### config.mk
export PLATFORM = sky130hd
export DESIGN_NAME = ascon_dma_top
export DESIGN_NICKNAME = d
export VERILOG_FILES = /design/src/design/obi_pkg.sv /design/src/design/dma_pkg.sv /design/src/design/obi_if.sv /design/src/design/dma_reg_block.sv /design/src/design/dma_addr_gen.sv /design/src/design/dma_tag_fifo.sv /design/src/design/dma_realign.sv /design/src/design/ascon_dma_top.sv
export VERILOG_INCLUDE_DIRS = /design/src /design/src/design
export SDC_FILE = /design/constraint.sdc
export NUM_CORES = 1
export LEC_CHECK = 0
export BUFFER_PORTS_ARGS = -buffer_cell sky130_fd_sc_hd__buf_2
export CORE_MARGIN = 1.5
export CORE_UTILIZATION = 30
export DETAILED_ROUTE_END_ITERATION = 16
export PLACE_DENSITY = 0.6
export SLEW_MARGIN = 20
export SYNTH_ARGS = -nofsm -noshare
export SYNTH_HDL_FRONTEND = slang
export SYNTH_SLANG_ARGS = --single-unit
### constraint.sdc
create_clock -name clk_i -period 3.4 [get_ports clk_i]
set_input_delay 0.68 -clock clk_i [delete_from_list [all_inputs] [get_ports clk_i]]
set_output_delay 0.68 -clock clk_i [all_outputs]
set_load 0.1 [all_outputs]
### src/design/dma_consts.svh
`ifndef DMA_CONSTS_SVH
`define DMA_CONSTS_SVH

// ------------------------------
// bus widths
// ------------------------------
`define OBI_ADDR_WIDTH 32
`define OBI_DATA_WIDTH 32
`define OBI_ID_WIDTH 4

// value returned by the id register
`define DMA_MAGIC 32'h69434017

// ------------------------------
// register word indices, addr[3:2]
// ------------------------------
`define DMA_REG_ID 2'd0
`define DMA_REG_DATA 2'd1
`define DMA_REG_LEN 2'd2

// reads in flight before req is held off
`define DMA_MAX_OUTSTANDING 2
// first/last tag queue entries
`define DMA_TAG_DEPTH 3

`endif

### src/design/obi_pkg.sv
`include "dma_consts.svh"

package obi_pkg;

	// byte address
	typedef logic [`OBI_ADDR_WIDTH-1:0] obi_addr_t;

	// data word, little endian
	typedef logic [`OBI_DATA_WIDTH-1:0] obi_data_t;

	// transaction id, echoed in the response
	typedef logic [`OBI_ID_WIDTH-1:0] obi_id_t;

	// one bit per data byte
	typedef logic [`OBI_DATA_WIDTH/8-1:0] obi_be_t;

endpackage

### src/design/dma_pkg.sv
`include "dma_consts.svh"

package dma_pkg;

	// transfer length in bytes, as written to the len register
	typedef logic [`OBI_DATA_WIDTH-1:0] byte_len_t;

	// byte position inside a bus word
	typedef logic [$clog2(`OBI_DATA_WIDTH/8)-1:0] byte_ofs_t;

	// reads granted but not yet retired
	typedef logic [$clog2(`DMA_MAX_OUTSTANDING+1)-1:0] outstanding_t;

	// bit 1 first read, bit 0 last read
	typedef logic [1:0] tag_t;

	// ------------------------------
	// read request generator
	// ------------------------------
	typedef enum logic {
		ADDR_IDLE,
		ADDR_ISSUE
	} addr_state_e;

endpackage

### src/design/obi_if.sv
`timescale 1ns/1ps

// ------------------------------
// subordinate bus, register side
// ------------------------------
interface obi_sbr_if;
	import obi_pkg::*;

	// request channel
	logic      req;
	logic      we;
	obi_addr_t addr;
	obi_data_t wdata;
	obi_id_t   aid;
	// grant and response channel
	logic      gnt;
	logic      rvalid;
	obi_data_t rdata;
	obi_id_t   rid;

	modport reg_side (
		input  req, we, addr, wdata, aid,
		output gnt, rvalid, rdata, rid
	);

	modport top_side (
		output req, we, addr, wdata, aid,
		input  gnt, rvalid, rdata, rid
	);
endinterface

// ------------------------------
// manager bus, read only
// ------------------------------
interface obi_mgr_if;
	import obi_pkg::*;

	logic      req;
	obi_addr_t addr;
	logic      gnt;
	logic      rvalid;
	obi_data_t rdata;

	// request generator
	modport gen_side (output req, addr, input gnt);
	// tag queue push on grant, pop on response
	modport tag_side (input req, gnt, rvalid);
	// realigner takes the response data
	modport data_side (input rvalid, rdata);
	modport top_side (input req, addr, output gnt, rvalid, rdata);
endinterface

### src/design/dma_reg_block.sv
`timescale 1ns/1ps
`include "dma_consts.svh"

module dma_reg_block (
	input  logic               clk_i,
	input  logic               rst_ni,
	obi_sbr_if.reg_side        sbr,
	input  logic               dma_idle_i,
	output logic               start_o,
	output obi_pkg::obi_addr_t start_addr_o,
	output dma_pkg::byte_len_t len_o,
	input  logic               word_valid_i,
	input  obi_pkg::obi_data_t word_i
);
	import obi_pkg::*;
	import dma_pkg::*;

	logic       accept;
	logic [1:0] reg_idx;
	logic       rvalid_q;
	logic [1:0] ridx_q;
	obi_id_t    rid_q;
	byte_len_t  len_q;
	obi_data_t  data_q;

	// never stalls the bus
	assign sbr.gnt = 1'b1;
	assign accept  = sbr.req & sbr.gnt;
	// word registers, 4 byte stride
	assign reg_idx = sbr.addr[3:2];

	// ------------------------------
	// start command
	// ------------------------------
	// data write while idle kicks off a read
	assign start_o      = accept & sbr.we & (reg_idx == `DMA_REG_DATA) & dma_idle_i;
	assign start_addr_o = obi_addr_t'(sbr.wdata);
	assign len_o        = len_q;

	// control and stored registers
	always_ff @(posedge clk_i) begin
		if (!rst_ni) begin
			rvalid_q <= 1'b0;
			len_q    <= '0;
			data_q   <= '0;
		end else begin
			// one response per accepted request
			rvalid_q <= accept;
			if (accept && sbr.we && reg_idx == `DMA_REG_LEN) begin
				len_q <= byte_len_t'(sbr.wdata);
			end
			// keep latest stream word
			if (word_valid_i) begin
				data_q <= word_i;
			end
		end
	end

	// response fields held for the next cycle
	always_ff @(posedge clk_i) begin
		if (accept) begin
			ridx_q <= reg_idx;
			rid_q  <= sbr.aid;
		end
	end

	// ------------------------------
	// read response
	// ------------------------------
	always_comb begin
		case (ridx_q)
			`DMA_REG_ID:   sbr.rdata = `DMA_MAGIC;
			`DMA_REG_DATA: sbr.rdata = data_q;
			`DMA_REG_LEN:  sbr.rdata = obi_data_t'(len_q);
			default:       sbr.rdata = '0;
		endcase
	end

	assign sbr.rvalid = rvalid_q;
	assign sbr.rid    = rid_q;

	// accepted start takes the engine out of idle
	a_start_leaves_idle: assert property (
		@(posedge clk_i) disable iff (!rst_ni) start_o |=> !dma_idle_i
	) else $error("CHECK FAILED %0t dma_idle_i expected 0 actual 1", $time);

endmodule

### src/design/dma_addr_gen.sv
`timescale 1ns/1ps
`include "dma_consts.svh"

module dma_addr_gen (
	input  logic               clk_i,
	input  logic               rst_ni,
	obi_mgr_if.gen_side        mgr,
	input  logic               start_i,
	input  obi_pkg::obi_addr_t start_addr_i,
	input  dma_pkg::byte_len_t len_i,
	input  logic               skip_i,
	input  logic               word_valid_i,
	output logic               idle_o,
	output dma_pkg::byte_ofs_t start_ofs_o,
	output logic               first_o,
	output logic               last_o
);
	import obi_pkg::*;
	import dma_pkg::*;

	addr_state_e  state_q;
	obi_addr_t    addr_q;
	byte_len_t    cnt_q;
	byte_len_t    span;
	byte_ofs_t    ofs_q;
	logic         first_q;
	outstanding_t oust_q;
	logic         at_limit;
	logic         granted;
	logic         retired;
	logic         accept_start;

	assign granted  = mgr.req & mgr.gnt;
	// a read retires as a word or as a dropped head read
	assign retired  = word_valid_i | skip_i;
	assign at_limit = (oust_q == outstanding_t'(`DMA_MAX_OUTSTANDING));

	// idle once issuing is over and every read has retired
	assign idle_o       = (state_q == ADDR_IDLE) && (oust_q == '0);
	assign accept_start = start_i & idle_o;

	// remaining bytes counted from the word base
	assign span   = cnt_q + byte_len_t'(ofs_q);
	assign last_o = (span <= byte_len_t'(4));
	assign first_o = first_q;
	assign start_ofs_o = ofs_q;

	// ------------------------------
	// bus request
	// ------------------------------
	// throttle at the outstanding limit
	assign mgr.req  = (state_q == ADDR_ISSUE) & ~at_limit;
	assign mgr.addr = addr_q;

	always_ff @(posedge clk_i) begin
		if (!rst_ni) begin
			state_q <= ADDR_IDLE;
			first_q <= 1'b0;
			ofs_q   <= '0;
		end else begin
			case (state_q)
				ADDR_IDLE: begin
					if (accept_start) begin
						state_q <= ADDR_ISSUE;
						first_q <= 1'b1;
						ofs_q   <= byte_ofs_t'(start_addr_i[1:0]);
					end
				end
				ADDR_ISSUE: begin
					if (granted) begin
						first_q <= 1'b0;
						// final word of the transfer went out
						if (last_o) begin
							state_q <= ADDR_IDLE;
						end
					end
				end
				default: state_q <= ADDR_IDLE;
			endcase
		end
	end

	// word address and byte countdown
	always_ff @(posedge clk_i) begin
		if (accept_start) begin
			addr_q <= {start_addr_i[`OBI_ADDR_WIDTH-1:2], 2'b00};
			cnt_q  <= len_i;
		end else if (granted) begin
			addr_q <= addr_q + obi_addr_t'(4);
			cnt_q  <= cnt_q - byte_len_t'(4);
		end
	end

	// ------------------------------
	// outstanding reads
	// ------------------------------
	always_ff @(posedge clk_i) begin
		if (!rst_ni) begin
			oust_q <= '0;
		end else if (granted && !retired) begin
			oust_q <= oust_q + outstanding_t'(1);
		end else if (!granted && retired) begin
			oust_q <= oust_q - outstanding_t'(1);
		end
	end

	// no word or skip while nothing is in flight
	a_no_retire_idle: assert property (
		@(posedge clk_i) disable iff (!rst_ni) idle_o |-> !retired
	) else $error("CHECK FAILED %0t retired expected 0 actual 1", $time);

	// realigner never retires more reads than were granted
	a_oust_limit: assert property (
		@(posedge clk_i) disable iff (!rst_ni)
		oust_q <= outstanding_t'(`DMA_MAX_OUTSTANDING)
	) else $error("CHECK FAILED %0t oust expected <= %0d actual %0d", $time,
		`DMA_MAX_OUTSTANDING, oust_q);

endmodule

### src/design/dma_tag_fifo.sv
`timescale 1ns/1ps
`include "dma_consts.svh"

module dma_tag_fifo (
	input  logic          clk_i,
	input  logic          rst_ni,
	obi_mgr_if.tag_side   mgr,
	input  logic          first_i,
	input  logic          last_i,
	output dma_pkg::tag_t tag_o
);
	import dma_pkg::*;

	localparam int unsigned Depth = `DMA_TAG_DEPTH;
	localparam int unsigned PtrW  = $clog2(Depth);
	localparam int unsigned CntW  = $clog2(Depth + 1);

	tag_t            mem_q [Depth];
	logic [PtrW-1:0] wr_ptr_q;
	logic [PtrW-1:0] rd_ptr_q;
	logic [CntW-1:0] count_q;
	logic            push;
	logic            pop;
	logic            full;
	logic            empty;

	// tag enters with the grant, leaves with the response
	assign push  = mgr.req & mgr.gnt;
	assign pop   = mgr.rvalid;
	assign full  = (count_q == CntW'(Depth));
	assign empty = (count_q == '0);
	assign tag_o = mem_q[rd_ptr_q];

	always_ff @(posedge clk_i) begin
		if (push) begin
			mem_q[wr_ptr_q] <= {first_i, last_i};
		end
	end

	always_ff @(posedge clk_i) begin
		if (!rst_ni) begin
			wr_ptr_q <= '0;
			rd_ptr_q <= '0;
			count_q  <= '0;
		end else begin
			if (push) begin
				wr_ptr_q <= (wr_ptr_q == PtrW'(Depth - 1)) ? '0 : wr_ptr_q + PtrW'(1);
			end
			if (pop) begin
				rd_ptr_q <= (rd_ptr_q == PtrW'(Depth - 1)) ? '0 : rd_ptr_q + PtrW'(1);
			end
			if (push && !pop) begin
				count_q <= count_q + CntW'(1);
			end else if (pop && !push) begin
				count_q <= count_q - CntW'(1);
			end
		end
	end

	// more grants in flight than the bus allows
	a_no_push_full: assert property (@(posedge clk_i) disable iff (!rst_ni) full |-> !push)
		else $error("CHECK FAILED %0t tag push expected 0 actual 1", $time);
	// response with no granted read
	a_no_pop_empty: assert property (@(posedge clk_i) disable iff (!rst_ni) empty |-> !pop)
		else $error("CHECK FAILED %0t mgr.rvalid expected 0 actual 1", $time);

endmodule

### src/design/dma_realign.sv
`timescale 1ns/1ps

module dma_realign (
	input  logic               clk_i,
	input  logic               rst_ni,
	obi_mgr_if.data_side       mgr,
	input  dma_pkg::tag_t      tag_i,
	input  dma_pkg::byte_ofs_t start_ofs_i,
	input  dma_pkg::byte_ofs_t len_low_i,
	output logic               skip_o,
	output logic               word_valid_o,
	output obi_pkg::obi_data_t word_o
);
	import obi_pkg::*;
	import dma_pkg::*;

	logic            load;
	logic            drop;
	logic            tail;
	logic [2:0]      tail_span;
	logic            word_last;
	obi_data_t       in_word;
	obi_data_t       sel_word;
	logic [6:0][7:0] win;
	logic [2:0][7:0] prev_q;
	obi_data_t       out_q;
	logic            out_last_q;
	logic            valid_q;
	logic            skip_q;
	logic            flush_q;
	obi_be_t         keep_be;

	// ------------------------------
	// input window
	// ------------------------------
	// flush cycle shifts in a zero word
	assign load    = mgr.rvalid | flush_q;
	assign in_word = mgr.rvalid ? mgr.rdata : '0;
	// new word on top of the upper three bytes of the previous one
	assign win     = {in_word, prev_q};

	// final bytes sit inside the last read, so one more word is needed after it
	assign tail_span = {1'b0, len_low_i} + {1'b0, start_ofs_i};
	assign tail = (start_ofs_i != 2'd0) && (len_low_i != 2'd0) && (tail_span <= 3'd4);

	// unaligned head read only feeds the shift window
	assign drop = mgr.rvalid & tag_i[1] & ~tag_i[0] & (start_ofs_i != 2'd0);

	// last read of a tail transfer is not the last output word
	assign word_last = flush_q | (mgr.rvalid & tag_i[0] & ~(tail & ~tag_i[1]));

	// offset select
	always_comb begin
		sel_word = win[6:3];
		if (mgr.rvalid && tag_i[1] && tag_i[0]) begin
			// single read, bytes from the new word only
			case (start_ofs_i)
				2'd1:    sel_word = {8'h00, win[6:4]};
				2'd2:    sel_word = {16'h0000, win[6:5]};
				2'd3:    sel_word = {24'h000000, win[6]};
				default: sel_word = win[6:3];
			endcase
		end else begin
			case (start_ofs_i)
				2'd1:    sel_word = win[3:0];
				2'd2:    sel_word = win[4:1];
				2'd3:    sel_word = win[5:2];
				default: sel_word = win[6:3];
			endcase
		end
	end

	// ------------------------------
	// pipeline registers
	// ------------------------------
	always_ff @(posedge clk_i) begin
		if (!rst_ni) begin
			valid_q <= 1'b0;
			skip_q  <= 1'b0;
			flush_q <= 1'b0;
		end else begin
			valid_q <= load & ~drop;
			// a tail transfer retires its head read with the flush word
			skip_q  <= drop & ~tail;
			flush_q <= mgr.rvalid & tag_i[0] & ~tag_i[1] & tail;
		end
	end

	always_ff @(posedge clk_i) begin
		if (load) begin
			prev_q     <= win[6:4];
			out_q      <= sel_word;
			out_last_q <= word_last;
		end
	end

	// valid bytes of the last word
	always_comb begin
		case (len_low_i)
			2'd1:    keep_be = 4'b0001;
			2'd2:    keep_be = 4'b0011;
			2'd3:    keep_be = 4'b0111;
			default: keep_be = 4'b1111;
		endcase
	end

	// zero bytes past the end
	always_comb begin
		for (int i = 0; i < 4; i++) begin
			word_o[8*i +: 8] = (out_last_q && !keep_be[i]) ? 8'h00 : out_q[8*i +: 8];
		end
	end

	assign word_valid_o = valid_q;
	assign skip_o       = skip_q;

endmodule

### src/design/ascon_dma_top.sv
`timescale 1ns/1ps

module ascon_dma_top (
	input  logic               clk_i,
	input  logic               rst_ni,
	// register bus
	input  logic               sbr_req_i,
	input  logic               sbr_we_i,
	input  obi_pkg::obi_addr_t sbr_addr_i,
	input  obi_pkg::obi_data_t sbr_wdata_i,
	input  obi_pkg::obi_id_t   sbr_aid_i,
	output logic               sbr_gnt_o,
	output logic               sbr_rvalid_o,
	output obi_pkg::obi_data_t sbr_rdata_o,
	output obi_pkg::obi_id_t   sbr_rid_o,
	// memory read bus
	output logic               mgr_req_o,
	output obi_pkg::obi_addr_t mgr_addr_o,
	input  logic               mgr_gnt_i,
	input  logic               mgr_rvalid_i,
	input  obi_pkg::obi_data_t mgr_rdata_i
);
	import obi_pkg::*;
	import dma_pkg::*;

	obi_sbr_if sbr ();
	obi_mgr_if mgr ();

	logic      start;
	obi_addr_t start_addr;
	byte_len_t len;
	logic      idle;
	byte_ofs_t start_ofs;
	logic      first;
	logic      last;
	tag_t      tag;
	logic      skip;
	logic      word_valid;
	obi_data_t word;

	// ------------------------------
	// port to interface mapping
	// ------------------------------
	assign sbr.req      = sbr_req_i;
	assign sbr.we       = sbr_we_i;
	assign sbr.addr     = sbr_addr_i;
	assign sbr.wdata    = sbr_wdata_i;
	assign sbr.aid      = sbr_aid_i;
	assign sbr_gnt_o    = sbr.gnt;
	assign sbr_rvalid_o = sbr.rvalid;
	assign sbr_rdata_o  = sbr.rdata;
	assign sbr_rid_o    = sbr.rid;

	assign mgr_req_o  = mgr.req;
	assign mgr_addr_o = mgr.addr;
	assign mgr.gnt    = mgr_gnt_i;
	assign mgr.rvalid = mgr_rvalid_i;
	assign mgr.rdata  = mgr_rdata_i;

	dma_reg_block u_reg_block (
		.clk_i        (clk_i),
		.rst_ni       (rst_ni),
		.sbr          (sbr),
		.dma_idle_i   (idle),
		.start_o      (start),
		.start_addr_o (start_addr),
		.len_o        (len),
		.word_valid_i (word_valid),
		.word_i       (word)
	);

	dma_addr_gen u_addr_gen (
		.clk_i        (clk_i),
		.rst_ni       (rst_ni),
		.mgr          (mgr),
		.start_i      (start),
		.start_addr_i (start_addr),
		.len_i        (len),
		.skip_i       (skip),
		.word_valid_i (word_valid),
		.idle_o       (idle),
		.start_ofs_o  (start_ofs),
		.first_o      (first),
		.last_o       (last)
	);

	// tags follow the reads in order
	dma_tag_fifo u_tag_fifo (
		.clk_i   (clk_i),
		.rst_ni  (rst_ni),
		.mgr     (mgr),
		.first_i (first),
		.last_i  (last),
		.tag_o   (tag)
	);

	dma_realign u_realign (
		.clk_i        (clk_i),
		.rst_ni       (rst_ni),
		.mgr          (mgr),
		.tag_i        (tag),
		.start_ofs_i  (start_ofs),
		.len_low_i    (len[1:0]),
		.skip_o       (skip),
		.word_valid_o (word_valid),
		.word_o       (word)
	);

endmodule

==> out/summary.txt <==
Commonest non-fill, non-tap cell in the layout: nand2_1
Reg-to-Reg Start: u_addr_gen.start_ofs_o[0]
Power Total: 6.63 mW
Cell Area, Synth: 12100 um2
Residual DRC: 0
WP data required: 3810 ps
Compound-cell area share of the yosys netlist: 18.2%
Slowest cell on the critical path: or4b_1
H-tree depth: 1
Total die area: 41400 um2
Largest net degree at the start of global routing: 88
Filler Cell Count: 4036
Post-Synth Simple-Gate Area: 23.1%
Endpoints failing setup: 0
Setup crit start kind: flop
Fin crit period: 3110 ps
Dpl hpwl: 26600 um
WP data arrival: 3520 ps
# IOs: 177
Via count: 10300
Cell variety after synth: 73
Bufs and invs on worst path: 2
Layout Nets: 1574
Top_reg_cell synth: edfxtp_1
CP cell instances: ha_1, inv_1, fa_1, and4b_1, nand4_1, o21ai_1, o211ai_1, or4b_1, a2111oi_2, buf_4
Worst setup EP type: flop
CTS clk-pin slew, worst paths: 60 ps
Gr usage total: 17.2%
Final Hold Vio Count: 0
First-pass GRT wire length: 55700 um
Worst IR drop on VDD: 0.000322 V
Final core occ: 36.5%
Drt pass-1 iters: 5
Capturing point of the worst reg2reg path: u_tag_fifo.mem_q[1][0]
Post-synth EDFFs: 131
Commonest non-fill, non-tap cells in the layout: nand2_1, edfxtp_1, buf_2, o21ai_0, nand3_1
Rows: 73
Register area share after synthesis: 45.9%
Avg Cell Area, Syn: 8.92 um2
Post-DRT Antenna Nets: 0
Synthesis-to-layout area growth: 20.3%
Max stage delay on crit path: 550 ps
Iter 0 DRT Violations: 820
CTS Buf Count: 26
XOR/XNOR Fraction of Synth Area: 4.36%
Routability Congestion: 0.941
Post-synthesis mux area share: 1.97%
YS warnings: 0
CTS root buffer: clkbuf_16
R2r setup slk: 290 ps
Die height: 204 um
Final Cell Area: 14500 um2
Layout cells sized above 1: 16.7%
Met3 wire length: 1230 um
Post-Route M1 WL: 16400 um
Starting density of the core: 30.4%
N_diodes: 0
Critical path peak fanout: 4
Total stage count of the critical path: 10
Initial antenna violation count: 0
Die Width: 204 um
Dominant cells by area after synthesis: edfxtp_1, dfxtp_1, nand2_1
Leakage power: 5.16 nW
Yosys reg bits: 211
Post-synth top area share: 32.6%
Largest family of logic cells by synthesized area: simple AND/OR/NAND/NOR gates
CP startpoint: u_addr_gen.start_ofs_o[0]
Setup TNS: 0 ps
CTS Buffer Depth: 3
Clock sink total: 211
Top sig layer: met4
Resize count post-CTS: 0
Ys async rst share: 0%
Slew HR: 43.0%
Max_cap viols: 0
Clk Latency, worst-skew pair: 540 ps
Hold Buf Count CTS: 0
Cell depth of the worst flop-to-flop path: 10
DR WL/cell: 18.0 um
Worst-margin pin slew: 854 ps
Core Area: 39700 um2
Adder-Cell Fraction of Synth Area: 1.27%
RSZ-0062 raised after global routing: false
Period Utilization, post-route: 91.5%
Worst hold path class: in -> reg
Met2 Wirelength: 17600 um
Cell family with most CP delay: simple AND/OR/NAND/NOR gates
Fmax: 322 MHz
Cell area power density: 457 nW/um2
Skew final: 21.0 ps
Post-CTS setup buffers: 0
Slew Viols, Final: 0
Run status: finished clean
CTS tree: done
HP Start: sbr_aid_i[1]
Post-DR vias/cell: 5.15
Setup crit end: u_tag_fifo.mem_q[1][0]
GRT Residual Overflow: 0
# port buffers: 143
Detailed Route WL: 36100 um
Setup CP Type: reg -> reg
Area after DPL: 13600 um2
Synth Instances: 1352
Number of global-route vias before repair: 9543
Yosys top cell by area: edfxtp_1
==> per-stage QoR <==
step | cells | hold WS (ps) | worst slack [ps]
after floorplan | 1353 | 443 | 164
after global placement | 1954 | 466 | 327
after detailed placement | 1954 | 474 | 306
after CTS | 2002 | 289 | 289
after global routing | 2002 | 297 | 98.0
final | 2002 | 311 | 290
==> state kept, by name (all words and copies together), names as in the netlist, 4 cells and up, named ones only <==
signal	flops
u_addr_gen.cnt_q	32
u_realign.out_q	32
u_reg_block.data_q	32
u_reg_block.len_o	32
u_addr_gen.mgr.addr	30
u_realign.prev_q	24
u_tag_fifo.mem_q	6
u_reg_block.sbr.rid	4
==> synth_stat cells, types with 15 or more instances <==
cell      number
a21oi_1       45
nor2_1        60
nand3_1       81
xnor2_1       37
inv_1         55
nand2_1      216
a22o_1        30
nand2b_1      44
xor2_1        23
mux2i_1       17
dfxtp_1       80
edfxtp_1     131
nor4_1        15
clkbuf_1      86
a21boi_0      61
nand4_1       17
nor2b_1       27
nor3_1        17
o21ai_0       98
==> per-layer routing <==
| layer | GRT usage (%) | up-vias |
|---|---|---|
| met5 | 0 | - |
| met4 | 4.60 | 0 |
| met3 | 1.97 | 52 |
| met2 | 29.5 | 221 |
| met1 | 22.7 | 5000 |
| li1 | - | 5043 |
==> power breakdown <==
group          internal, mW  total (mW)  switching (mW)
registers              2.85        2.94          0.0959
logic                 0.249       0.858           0.609
clock network          1.73        2.83            1.10
==> kinds of logic (layout without fill, tap and decap cells) <==
family,count (synthesis),in the layout
compound gates,330,330
mux,23,23
xor+xnor,60,60
other cells,2,3
fa+ha+maj,11,11
buf+inv,162,286
simple gates,553,553
flops,211,211
==> how the worst min path moves through the flow <==
stage,end,slack (ps),depth (start not counted)
finish,u_reg_block.sbr.rid[1],310,1
global route,u_reg_block.sbr.rid[3],300,1
CTS,u_reg_block.sbr.rid[1],290,1
detailed placement,u_reg_block.data_q[27],470,2
global placement,u_reg_block.data_q[29],470,2
floorplan,u_tag_fifo.mem_q[0][1],440,0
==> worst reg2reg max path, delay by kind of cell (launching register included) <==
family / cells / cell delay [ps]
adders and majority gates: 2 / 610
and+or+nand+nor: 3 / 1100
buffers and inverters: 2 / 270
DFF: 1 / 330
AOI/OAI and AO/OA: 3 / 680
==> cell type report <==
type	instances	area (um2)	area share (%)
multi-input cells	980	5920	40.7
flip-flops and latches	211	5540	38.1
repair buffers	181	1330	9.14
clock buffers	35	694	4.78
well taps	525	657	4.52
inverters	57	214	1.47
clock inverters	13	173	1.19
Power figures use the tool's default switching activity.
